==> src/hw/dmr_pkg.sv <==
// Shared DMR definitions; register offsets are byte addresses on a 4-bit word-aligned space
`default_nettype none

package dmr_pkg;

  // Register bus geometry
  localparam int unsigned RegAddrWidth = 4;
  localparam int unsigned RegDataWidth = 32;

  // Redundancy mode of the core group
  typedef enum logic [1:0] {
    NON_DMR     = 2'd0,
    DMR_RUN     = 2'd1,
    DMR_RESTORE = 2'd2
  } dmr_mode_e;

  // Byte offsets of the software-visible registers
  // REG_CONFIG holds rapid_recovery in bit 0 and force_recovery in bit 1
  typedef enum logic [RegAddrWidth-1:0] {
    REG_ENABLE   = 4'd0,
    REG_CONFIG   = 4'd4,
    REG_MISMATCH = 4'd8
  } dmr_reg_e;

endpackage

`default_nettype wire
==> src/hw/dmr_top.sv <==
// DMR control slice top; cores and state-restore engine sit outside and drive the group inputs
`default_nettype none
`timescale 1ns/10ps

module dmr_top #(
  parameter bit          DMRFixed      = 1'b0,
  parameter bit          RapidRecovery = 1'b0,
  parameter int unsigned DataWidth     = 32,
  parameter int unsigned CntWidth      = 8
) (
  input  wire logic                             clk_i,
  input  wire logic                             rst_ni,
  input  wire logic [dmr_pkg::RegAddrWidth-1:0] reg_addr_i,
  input  wire logic                             reg_wr_i,
  input  wire logic [dmr_pkg::RegDataWidth-1:0] reg_wdata_i,
  output logic      [dmr_pkg::RegDataWidth-1:0] reg_rdata_o,
  input  wire logic                             core_valid_i,
  input  wire logic [DataWidth-1:0]             core_a_data_i,
  input  wire logic [DataWidth-1:0]             core_b_data_i,
  input  wire logic                             fetch_en_i,
  input  wire logic                             cores_synch_i,
  input  wire logic                             recovery_finished_i,
  output logic      [1:0]                       setback_o,
  output logic                                  sw_synch_req_o,
  output logic                                  sw_resynch_req_o,
  output logic                                  recovery_request_o,
  output logic                                  grp_in_independent_o,
  output logic                                  rapid_recovery_en_o
);

  logic                dmr_enable;
  logic                rapid_recovery_cfg;
  logic                force_recovery;
  logic                force_clr;
  logic                cnt_clr;
  logic [CntWidth-1:0] mismatch_cnt;
  logic                lockstep;
  logic                dmr_error;

  dmr_regs #(
    .RapidRecovery(RapidRecovery),
    .CntWidth     (CntWidth)
  ) dmr_regs_inst (
    .clk_i           (clk_i),
    .rst_ni          (rst_ni),
    .reg_addr_i      (reg_addr_i),
    .reg_wr_i        (reg_wr_i),
    .reg_wdata_i     (reg_wdata_i),
    .reg_rdata_o     (reg_rdata_o),
    .force_clr_i     (force_clr),
    .mismatch_cnt_i  (mismatch_cnt),
    .dmr_enable_o    (dmr_enable),
    .rapid_recovery_o(rapid_recovery_cfg),
    .force_recovery_o(force_recovery),
    .cnt_clr_o       (cnt_clr)
  );

  dmr_mode_fsm #(
    .DMRFixed     (DMRFixed),
    .RapidRecovery(RapidRecovery)
  ) dmr_mode_fsm_inst (
    .clk_i               (clk_i),
    .rst_ni              (rst_ni),
    .dmr_enable_i        (dmr_enable),
    .rapid_recovery_i    (rapid_recovery_cfg),
    .force_recovery_i    (force_recovery),
    .dmr_error_i         (dmr_error),
    .fetch_en_i          (fetch_en_i),
    .cores_synch_i       (cores_synch_i),
    .recovery_finished_i (recovery_finished_i),
    .force_clr_o         (force_clr),
    .lockstep_o          (lockstep),
    .setback_o           (setback_o),
    .sw_synch_req_o      (sw_synch_req_o),
    .sw_resynch_req_o    (sw_resynch_req_o),
    .recovery_request_o  (recovery_request_o),
    .grp_in_independent_o(grp_in_independent_o),
    .rapid_recovery_en_o (rapid_recovery_en_o)
  );

  dmr_checker #(
    .DataWidth(DataWidth),
    .CntWidth (CntWidth)
  ) dmr_checker_inst (
    .clk_i         (clk_i),
    .rst_ni        (rst_ni),
    .lockstep_i    (lockstep),
    .core_valid_i  (core_valid_i),
    .core_a_data_i (core_a_data_i),
    .core_b_data_i (core_b_data_i),
    .cnt_clr_i     (cnt_clr),
    .dmr_error_o   (dmr_error),
    .mismatch_cnt_o(mismatch_cnt)
  );

endmodule

`default_nettype wire

==> src/hw/dmr_checker.sv <==
// DMR output checker; compares only in lockstep, error lags the compare by one cycle
`default_nettype none
`timescale 1ns/10ps

module dmr_checker #(
  parameter int unsigned DataWidth = 32,
  parameter int unsigned CntWidth  = 8
) (
  input  wire logic                 clk_i,
  input  wire logic                 rst_ni,
  input  wire logic                 lockstep_i,
  input  wire logic                 core_valid_i,
  input  wire logic [DataWidth-1:0] core_a_data_i,
  input  wire logic [DataWidth-1:0] core_b_data_i,
  input  wire logic                 cnt_clr_i,
  output logic                      dmr_error_o,
  output logic      [CntWidth-1:0]  mismatch_cnt_o
);

  logic                mismatch;
  logic                error_q;
  logic [CntWidth-1:0] cnt_q;
  logic                cnt_full;

  assign mismatch = lockstep_i && core_valid_i && (core_a_data_i != core_b_data_i);
  assign cnt_full = &cnt_q;

  always_ff @(posedge clk_i or negedge rst_ni) begin
    if (!rst_ni) begin
      error_q <= 1'b0;
    end else begin
      error_q <= mismatch;
    end
  end

  // Saturating counter, a software clear beats a same-cycle mismatch
  always_ff @(posedge clk_i or negedge rst_ni) begin
    if (!rst_ni) begin
      cnt_q <= '0;
    end else if (cnt_clr_i) begin
      cnt_q <= '0;
    end else if (mismatch && !cnt_full) begin
      cnt_q <= cnt_q + 1'b1;
    end
  end

  assign dmr_error_o    = error_q;
  assign mismatch_cnt_o = cnt_q;

  // Replicas are not expected to disagree on two back-to-back valid beats
  a_error_pulse: assert property (
    @(posedge clk_i) disable iff (!rst_ni)
    dmr_error_o |=> !dmr_error_o
  );

endmodule

`default_nettype wire

==> src/hw/dmr_mode_fsm.sv <==
// DMR mode FSM; setback pulses are one cycle, enable changes only act when DMRFixed is clear
`default_nettype none
`timescale 1ns/10ps

module dmr_mode_fsm #(
  parameter bit DMRFixed      = 1'b0,
  parameter bit RapidRecovery = 1'b0
) (
  input  wire logic       clk_i,
  input  wire logic       rst_ni,
  input  wire logic       dmr_enable_i,
  input  wire logic       rapid_recovery_i,
  input  wire logic       force_recovery_i,
  input  wire logic       dmr_error_i,
  input  wire logic       fetch_en_i,
  input  wire logic       cores_synch_i,
  input  wire logic       recovery_finished_i,
  output logic            force_clr_o,
  output logic            lockstep_o,
  output logic      [1:0] setback_o,
  output logic            sw_synch_req_o,
  output logic            sw_resynch_req_o,
  output logic            recovery_request_o,
  output logic            grp_in_independent_o,
  output logic            rapid_recovery_en_o
);

  import dmr_pkg::*;

  localparam dmr_mode_e ResetMode = DMRFixed ? DMR_RUN : NON_DMR;

  dmr_mode_e  mode_q;
  dmr_mode_e  mode_d;
  logic [1:0] setback_q;
  logic [1:0] setback_d;
  logic       rapid_en;

  assign rapid_en = rapid_recovery_i && RapidRecovery;

  always_comb begin
    mode_d             = mode_q;
    setback_d          = 2'b00;
    force_clr_o        = 1'b0;
    sw_synch_req_o     = 1'b0;
    sw_resynch_req_o   = 1'b0;
    recovery_request_o = 1'b0;

    case (mode_q)
      DMR_RUN: begin
        // Software-forced recovery consumes the force bit
        if (force_recovery_i && rapid_en) begin
          force_clr_o = 1'b1;
          mode_d      = DMR_RESTORE;
        end
        if (dmr_error_i) begin
          if (rapid_en) begin
            mode_d = DMR_RESTORE;
          end else begin
            sw_resynch_req_o = 1'b1;
          end
        end
      end
      DMR_RESTORE: begin
        recovery_request_o = 1'b1;
        if (recovery_finished_i) begin
          mode_d = DMR_RUN;
        end
      end
      default: begin
        mode_d = mode_q;
      end
    endcase

    if (!DMRFixed) begin
      // Mode tracks the enable bit while the cores are not fetching
      if (!fetch_en_i) begin
        mode_d = dmr_enable_i ? DMR_RUN : NON_DMR;
      end
      // Split back into independent cores
      if (mode_q == DMR_RUN && !dmr_enable_i) begin
        mode_d    = NON_DMR;
        setback_d = 2'b10;
      end
      // Ask software to synchronize and lock once the cores report it
      if (mode_q == NON_DMR && dmr_enable_i && fetch_en_i) begin
        sw_synch_req_o = 1'b1;
        if (cores_synch_i) begin
          mode_d    = DMR_RUN;
          setback_d = 2'b11;
        end
      end
    end
  end

  always_ff @(posedge clk_i or negedge rst_ni) begin
    if (!rst_ni) begin
      mode_q    <= ResetMode;
      setback_q <= 2'b00;
    end else begin
      mode_q    <= mode_d;
      setback_q <= setback_d;
    end
  end

  assign setback_o            = setback_q;
  assign lockstep_o           = (mode_q == DMR_RUN);
  assign grp_in_independent_o = (mode_q == NON_DMR);
  assign rapid_recovery_en_o  = rapid_en;

  a_setback_single: assert property (
    @(posedge clk_i) disable iff (!rst_ni)
    (setback_o != 2'b00) |=> (setback_o == 2'b00)
  );

  // Restore is only entered from a locked group
  a_no_recovery_independent: assert property (
    @(posedge clk_i) disable iff (!rst_ni)
    recovery_request_o |-> !$past(grp_in_independent_o)
  );

endmodule

`default_nettype wire

==> src/hw/dmr_regs.sv <==
// DMR register block; single-cycle write strobe, combinational read, unmapped offsets read 0
`default_nettype none
`timescale 1ns/10ps

module dmr_regs #(
  parameter bit          RapidRecovery = 1'b0,
  parameter int unsigned CntWidth      = 8
) (
  input  wire logic                            clk_i,
  input  wire logic                            rst_ni,
  input  wire logic [dmr_pkg::RegAddrWidth-1:0] reg_addr_i,
  input  wire logic                            reg_wr_i,
  input  wire logic [dmr_pkg::RegDataWidth-1:0] reg_wdata_i,
  output logic      [dmr_pkg::RegDataWidth-1:0] reg_rdata_o,
  input  wire logic                            force_clr_i,
  input  wire logic [CntWidth-1:0]             mismatch_cnt_i,
  output logic                                 dmr_enable_o,
  output logic                                 rapid_recovery_o,
  output logic                                 force_recovery_o,
  output logic                                 cnt_clr_o
);

  import dmr_pkg::*;

  dmr_reg_e reg_sel;
  logic     enable_q;
  logic     rapid_q;
  logic     force_q;
  logic     wr_enable;
  logic     wr_config;

  assign reg_sel   = dmr_reg_e'(reg_addr_i);
  assign wr_enable = reg_wr_i && (reg_sel == REG_ENABLE);
  assign wr_config = reg_wr_i && (reg_sel == REG_CONFIG);

  // Counter clear goes out with the write strobe itself
  assign cnt_clr_o = reg_wr_i && (reg_sel == REG_MISMATCH);

  always_ff @(posedge clk_i or negedge rst_ni) begin
    if (!rst_ni) begin
      enable_q <= 1'b0;
      rapid_q  <= 1'b0;
      force_q  <= 1'b0;
    end else begin
      if (wr_enable) begin
        enable_q <= reg_wdata_i[0];
      end
      if (wr_config) begin
        // Rapid recovery sticks at 0 without hardware support
        rapid_q <= reg_wdata_i[0] && RapidRecovery;
        force_q <= reg_wdata_i[1];
      end else if (force_clr_i) begin
        // Self-clearing once the FSM has taken the request
        force_q <= 1'b0;
      end
    end
  end

  always_comb begin
    reg_rdata_o = '0;
    case (reg_sel)
      REG_ENABLE: begin
        reg_rdata_o[0] = enable_q;
      end
      REG_CONFIG: begin
        reg_rdata_o[0] = rapid_q;
        reg_rdata_o[1] = force_q;
      end
      REG_MISMATCH: begin
        reg_rdata_o = RegDataWidth'(mismatch_cnt_i);
      end
      default: begin
        reg_rdata_o = '0;
      end
    endcase
  end

  assign dmr_enable_o     = enable_q;
  assign rapid_recovery_o = rapid_q;
  assign force_recovery_o = force_q;

  // The FSM only acknowledges a force request that is actually pending
  a_force_clr_pending: assert property (
    @(posedge clk_i) disable iff (!rst_ni)
    $rose(force_clr_i) |-> force_recovery_o
  );

endmodule

`default_nettype wire

==> config.mk <==
export PLATFORM = sky130hd
export DESIGN_NAME = dmr_top
export DESIGN_NICKNAME = d
export VERILOG_FILES = /design/src/hw/dmr_pkg.sv /design/src/hw/dmr_top.sv /design/src/hw/dmr_checker.sv /design/src/hw/dmr_mode_fsm.sv /design/src/hw/dmr_regs.sv
export SDC_FILE = /design/constraint.sdc
export NUM_CORES = 1
export LEC_CHECK = 0
export ABC_AREA = 1
export BUFFER_PORTS_ARGS = -buffer_cell sky130_fd_sc_hd__clkbuf_2
export CORE_MARGIN = 5
export CORE_UTILIZATION = 38
export DETAILED_ROUTE_END_ITERATION = 10
export PLACE_DENSITY = 0.82
export REMOVE_ABC_BUFFERS = 1
export SYNTH_ARGS = -nofsm -noshare
export SYNTH_HDL_FRONTEND = slang
export SYNTH_SLANG_ARGS = --single-unit
==> constraint.sdc <==
create_clock -name clk_i -period 1.7 [get_ports clk_i]
set_input_delay 0.17 -clock clk_i [delete_from_list [all_inputs] [get_ports clk_i]]
set_output_delay 0.17 -clock clk_i [all_outputs]
set_load 0.02 [all_outputs]
==> run_results.csv <==
group,metric,value,unit
final_layout,drive_gt1_frac,0.302,
clock_tree,worstSkewPairLatency,0.25,ns
final_layout,post_layout_nonfiller_instances,394,
yosys,synth.area.top_cells,"dfrtp_1, nand2_1, xnor2_1",
route,vias_per_cell,4.25,
floorplan,coreArea,4030,um^2
sta,final.min_clock_period,1.59,ns
placed_design,gp_congestion,0.793,
yosys,synth_mux_area_frac,0.00706,
sta,fmax,630,MHz
yosys,yosys.area.top_type_share,0.235,
floorplan,fp.dieH,74.8,um
floorplan,die_w,74.8,um
yosys,ys_types,24,
clock_tree,cts-htree-levels,1,
route,detail-route-antenna-nets,0,
power,p_total,1.56,mW
critical_path,critPathLaunch,"dmr_checker_inst.mismatch_cnt_o[0]$_DFFE_PN0P_",
global_routing,grt_pass1_wl,6.27,mm
critical_path,cp-endpoint,"dmr_checker_inst.mismatch_cnt_o[4]$_DFFE_PN0P_",
global_routing,grt_use_total,0.141,
sta,finalSetupViolations,0,
floorplan,initial_core_util,0.396,
route,drtIter0Drc,82,
global_routing,globalRouteOverflowTotal,0,
critical_path,cp.arrival,1.72,ns
yosys,ys_seq_area_frac,0.235,
sta,tns,0,ns
yosys,synth_seq_cells,15,
yosys,synth-simple-area-share,0.349,
critical_path,rr_startpoint,"dmr_checker_inst.mismatch_cnt_o[0]$_DFFE_PN0P_",
critical_path,worstSetupEndpointType,"register",
run_status,outcome,"complete, no violations",
route,post-route-drc-count,0,
yosys,netlist.top_cell.by_area,"dfrtp_1",
yosys,yosysMostFrequentCell,"nand2_1",
clock_tree,clockBufferDepth,2,
yosys,yosys_most_used_dff,"dfrtp_1",
clock_tree,cts_sinks,15,
floorplan,die_area,5590,um^2
worst_hold_path,hp-class,"in -> reg",
power,pwr_density_cell,752,nW/um^2
floorplan,num_rows,23,
sta,final_max_slew_viol_count,0,
final_layout,area_growth,30.0,%
clock_tree,cts_tree,"built",
yosys,synthAdderAreaFrac,0.00784,
sta,rsz0062_at_grt,"no",
power,leakage,1.28,nW
clock_tree,cts_buffers,3,
worst_hold_path,hold_path_depth,2,
floorplan,pin_count,146,
yosys,syn_inst,250,
sta,skew,0.00326,ns
final_layout,nets,453,
yosys,synth-edff-count,0,
route,drt-total-wl,3.85,mm
critical_path,crit_required,1.84,ns
critical_path,worst-setup-path-type,"reg -> reg",
route,routedWlPerCell,9.76,um
yosys,async_reset_ff_frac,1.00,
yosys,synth_common_cells,"nand2_1, inv_1, nor2_1",
critical_path,reg2reg_depth,8,
global_routing,grt_max_degree,16,
global_routing,grt_pass1_vias,1559,
yosys,synth_xor_area_frac,0.148,
critical_path,path_max_fanout,9,
critical_path,r2r-end,"dmr_checker_inst.mismatch_cnt_o[4]$_DFFE_PN0P_",
yosys,synth_top_family_by_area,"simple AND/OR/NAND/NOR gates",
critical_path,r2r_setup_slack,0.11,ns
clock_tree,clk_pin_slew,0.07,ns
sta,whs,0.109,ns
clock_tree,cts_root_buf,"clkbuf_8",
route,vias,1675,
run,drv_cap,0,
final_layout,utilization,0.515,
route,drtPass1Iterations,4,
sta,timing.final.crit_share,0.934,
yosys,yosys_warnings,0,
yosys,synth-compound-area-share,0.0243,
yosys,syn_area,1600,um^2
placed_design,port_buffers,90,
placed_design,dp_hpwl,3.39,mm
power,ir_drop,0.587,mV
final_layout,n_antenna_cell,0,
critical_path,crit_path_start_kind,"register",
placed_design,dp_cells,389,
yosys,avgSynthCellArea,6.38,um^2
sta,hold_viol,0,
global_routing,antenna_found_initial,0,
-- registers in the layout (all words and copies together) (netlist names) --
register	cells
dmr_checker_inst.mismatch_cnt_o	8
dmr_regs_inst.force_recovery_o	1
dmr_regs_inst.dmr_enable_o	1
dmr_mode_fsm_inst.setback_o	2
dmr_checker_inst.dmr_error_o	1
dmr_mode_fsm_inst.mode_q	2
-- worst max-delay path, cell delays in order (launching register included) --
cell	delay (ns)
dfrtp_1	0.39
ha_1	0.20
nand2_1	0.09
nor3_2	0.24
nand3_1	0.16
nand3_4	0.16
nand2_4	0.10
nand2_1	0.09
nand2_1	0.05
-- repair_timing --
action	in CTS	in global routing
endpoints found under the setup margin	0	7
hold endpoints to repair	15	0
resized for setup	0	1
hold buffers	1	0
buffers inserted	0	0
-- cells in the final DEF (no fill, tap or decap) --
cell / instances
mux2_2: 1
conb_1: 25
xnor2_1: 23
clkinvlp_4: 1
dfrtp_1: 15
xor2_1: 4
nor3_2: 2
clkbuf_2: 90
nand2_1: 79
nor2_1: 28
nand4_2: 1
a21oi_1: 2
nor3_4: 1
nand3_1: 11
inv_1: 41
nand3_4: 1
clkbuf_8: 3
a211oi_1: 1
inv_2: 2
buf_4: 1
o21ai_0: 3
nor3_1: 1
dlygate4sd3_1: 1
nand2_4: 1
a31oi_1: 1
nand4_1: 4
ha_1: 1
-- layer usage --
metal	part of all wire	track usage	up-vias
met5	0	0	-
met4	0.0060	0.0178	0
met3	0.078	0.0360	2
met2	0.55	0.270	59
met1	0.37	0.161	726
li1	-	-	888
-- worst min-delay path by stage --
| stage | start | end | slack [ns] |
|---|---|---|---|
| floorplan | rst_ni | dmr_checker_inst.dmr_error_o$_DFF_PN0_ | -0.13 |
| global placement | rst_ni | dmr_checker_inst.mismatch_cnt_o[5]$_DFFE_PN0P_ | 0.11 |
| detailed placement | rst_ni | dmr_checker_inst.mismatch_cnt_o[5]$_DFFE_PN0P_ | 0.11 |
| CTS | recovery_finished_i | dmr_mode_fsm_inst.mode_q[1]$_DFF_PN0_ | 0.10 |
| global route | recovery_finished_i | dmr_mode_fsm_inst.mode_q[1]$_DFF_PN0_ | 0.11 |
| finish | recovery_finished_i | dmr_mode_fsm_inst.mode_q[1]$_DFF_PN0_ | 0.11 |
-- metrics by stage --
| stage | cell area, um^2 | worst slack, ns |
|---|---|---|
| 6_report | 2070 | 0.112 |
| 5_1_grt | 2070 | 0.00865 |
| 4_1_cts | 2070 | 0.0900 |
| 3_5_place_dp | 2010 | 0.148 |
| 3_3_place_gp | 2010 | 0.218 |
| 2_1_floorplan | 1490 | 0.323 |
-- cells by family after synthesis --
| family | Yosys count |
|---|---|
| AND/OR/NAND/NOR | 129 |
| multiplexers | 1 |
| buffers and inverters | 69 |
| XOR/XNOR | 27 |
| AO/OA/AOI/OAI | 7 |
| other | 1 |
| adder cells (fa/ha/maj) | 1 |
| flip-flops | 15 |
-- final cells by class --
type,instances,area (um^2)
inverters,43,161
repair buffers,92,468
clock inverters,1,7.51
clock buffers,3,41.3
fillers,406,1960
well taps,50,62.6
flip-flops and latches,15,375
multi-input cells,190,957
-- power breakdown --
part / total, mW / internal, mW / switching, mW
Combinational: 0.715 / 0.285 / 0.431
Clock: 0.296 / 0.165 / 0.132
Sequential: 0.546 / 0.455 / 0.0917
Total: 1.56 / 0.904 / 0.654
No activity file was read; power rests on OpenSTA's default activity.
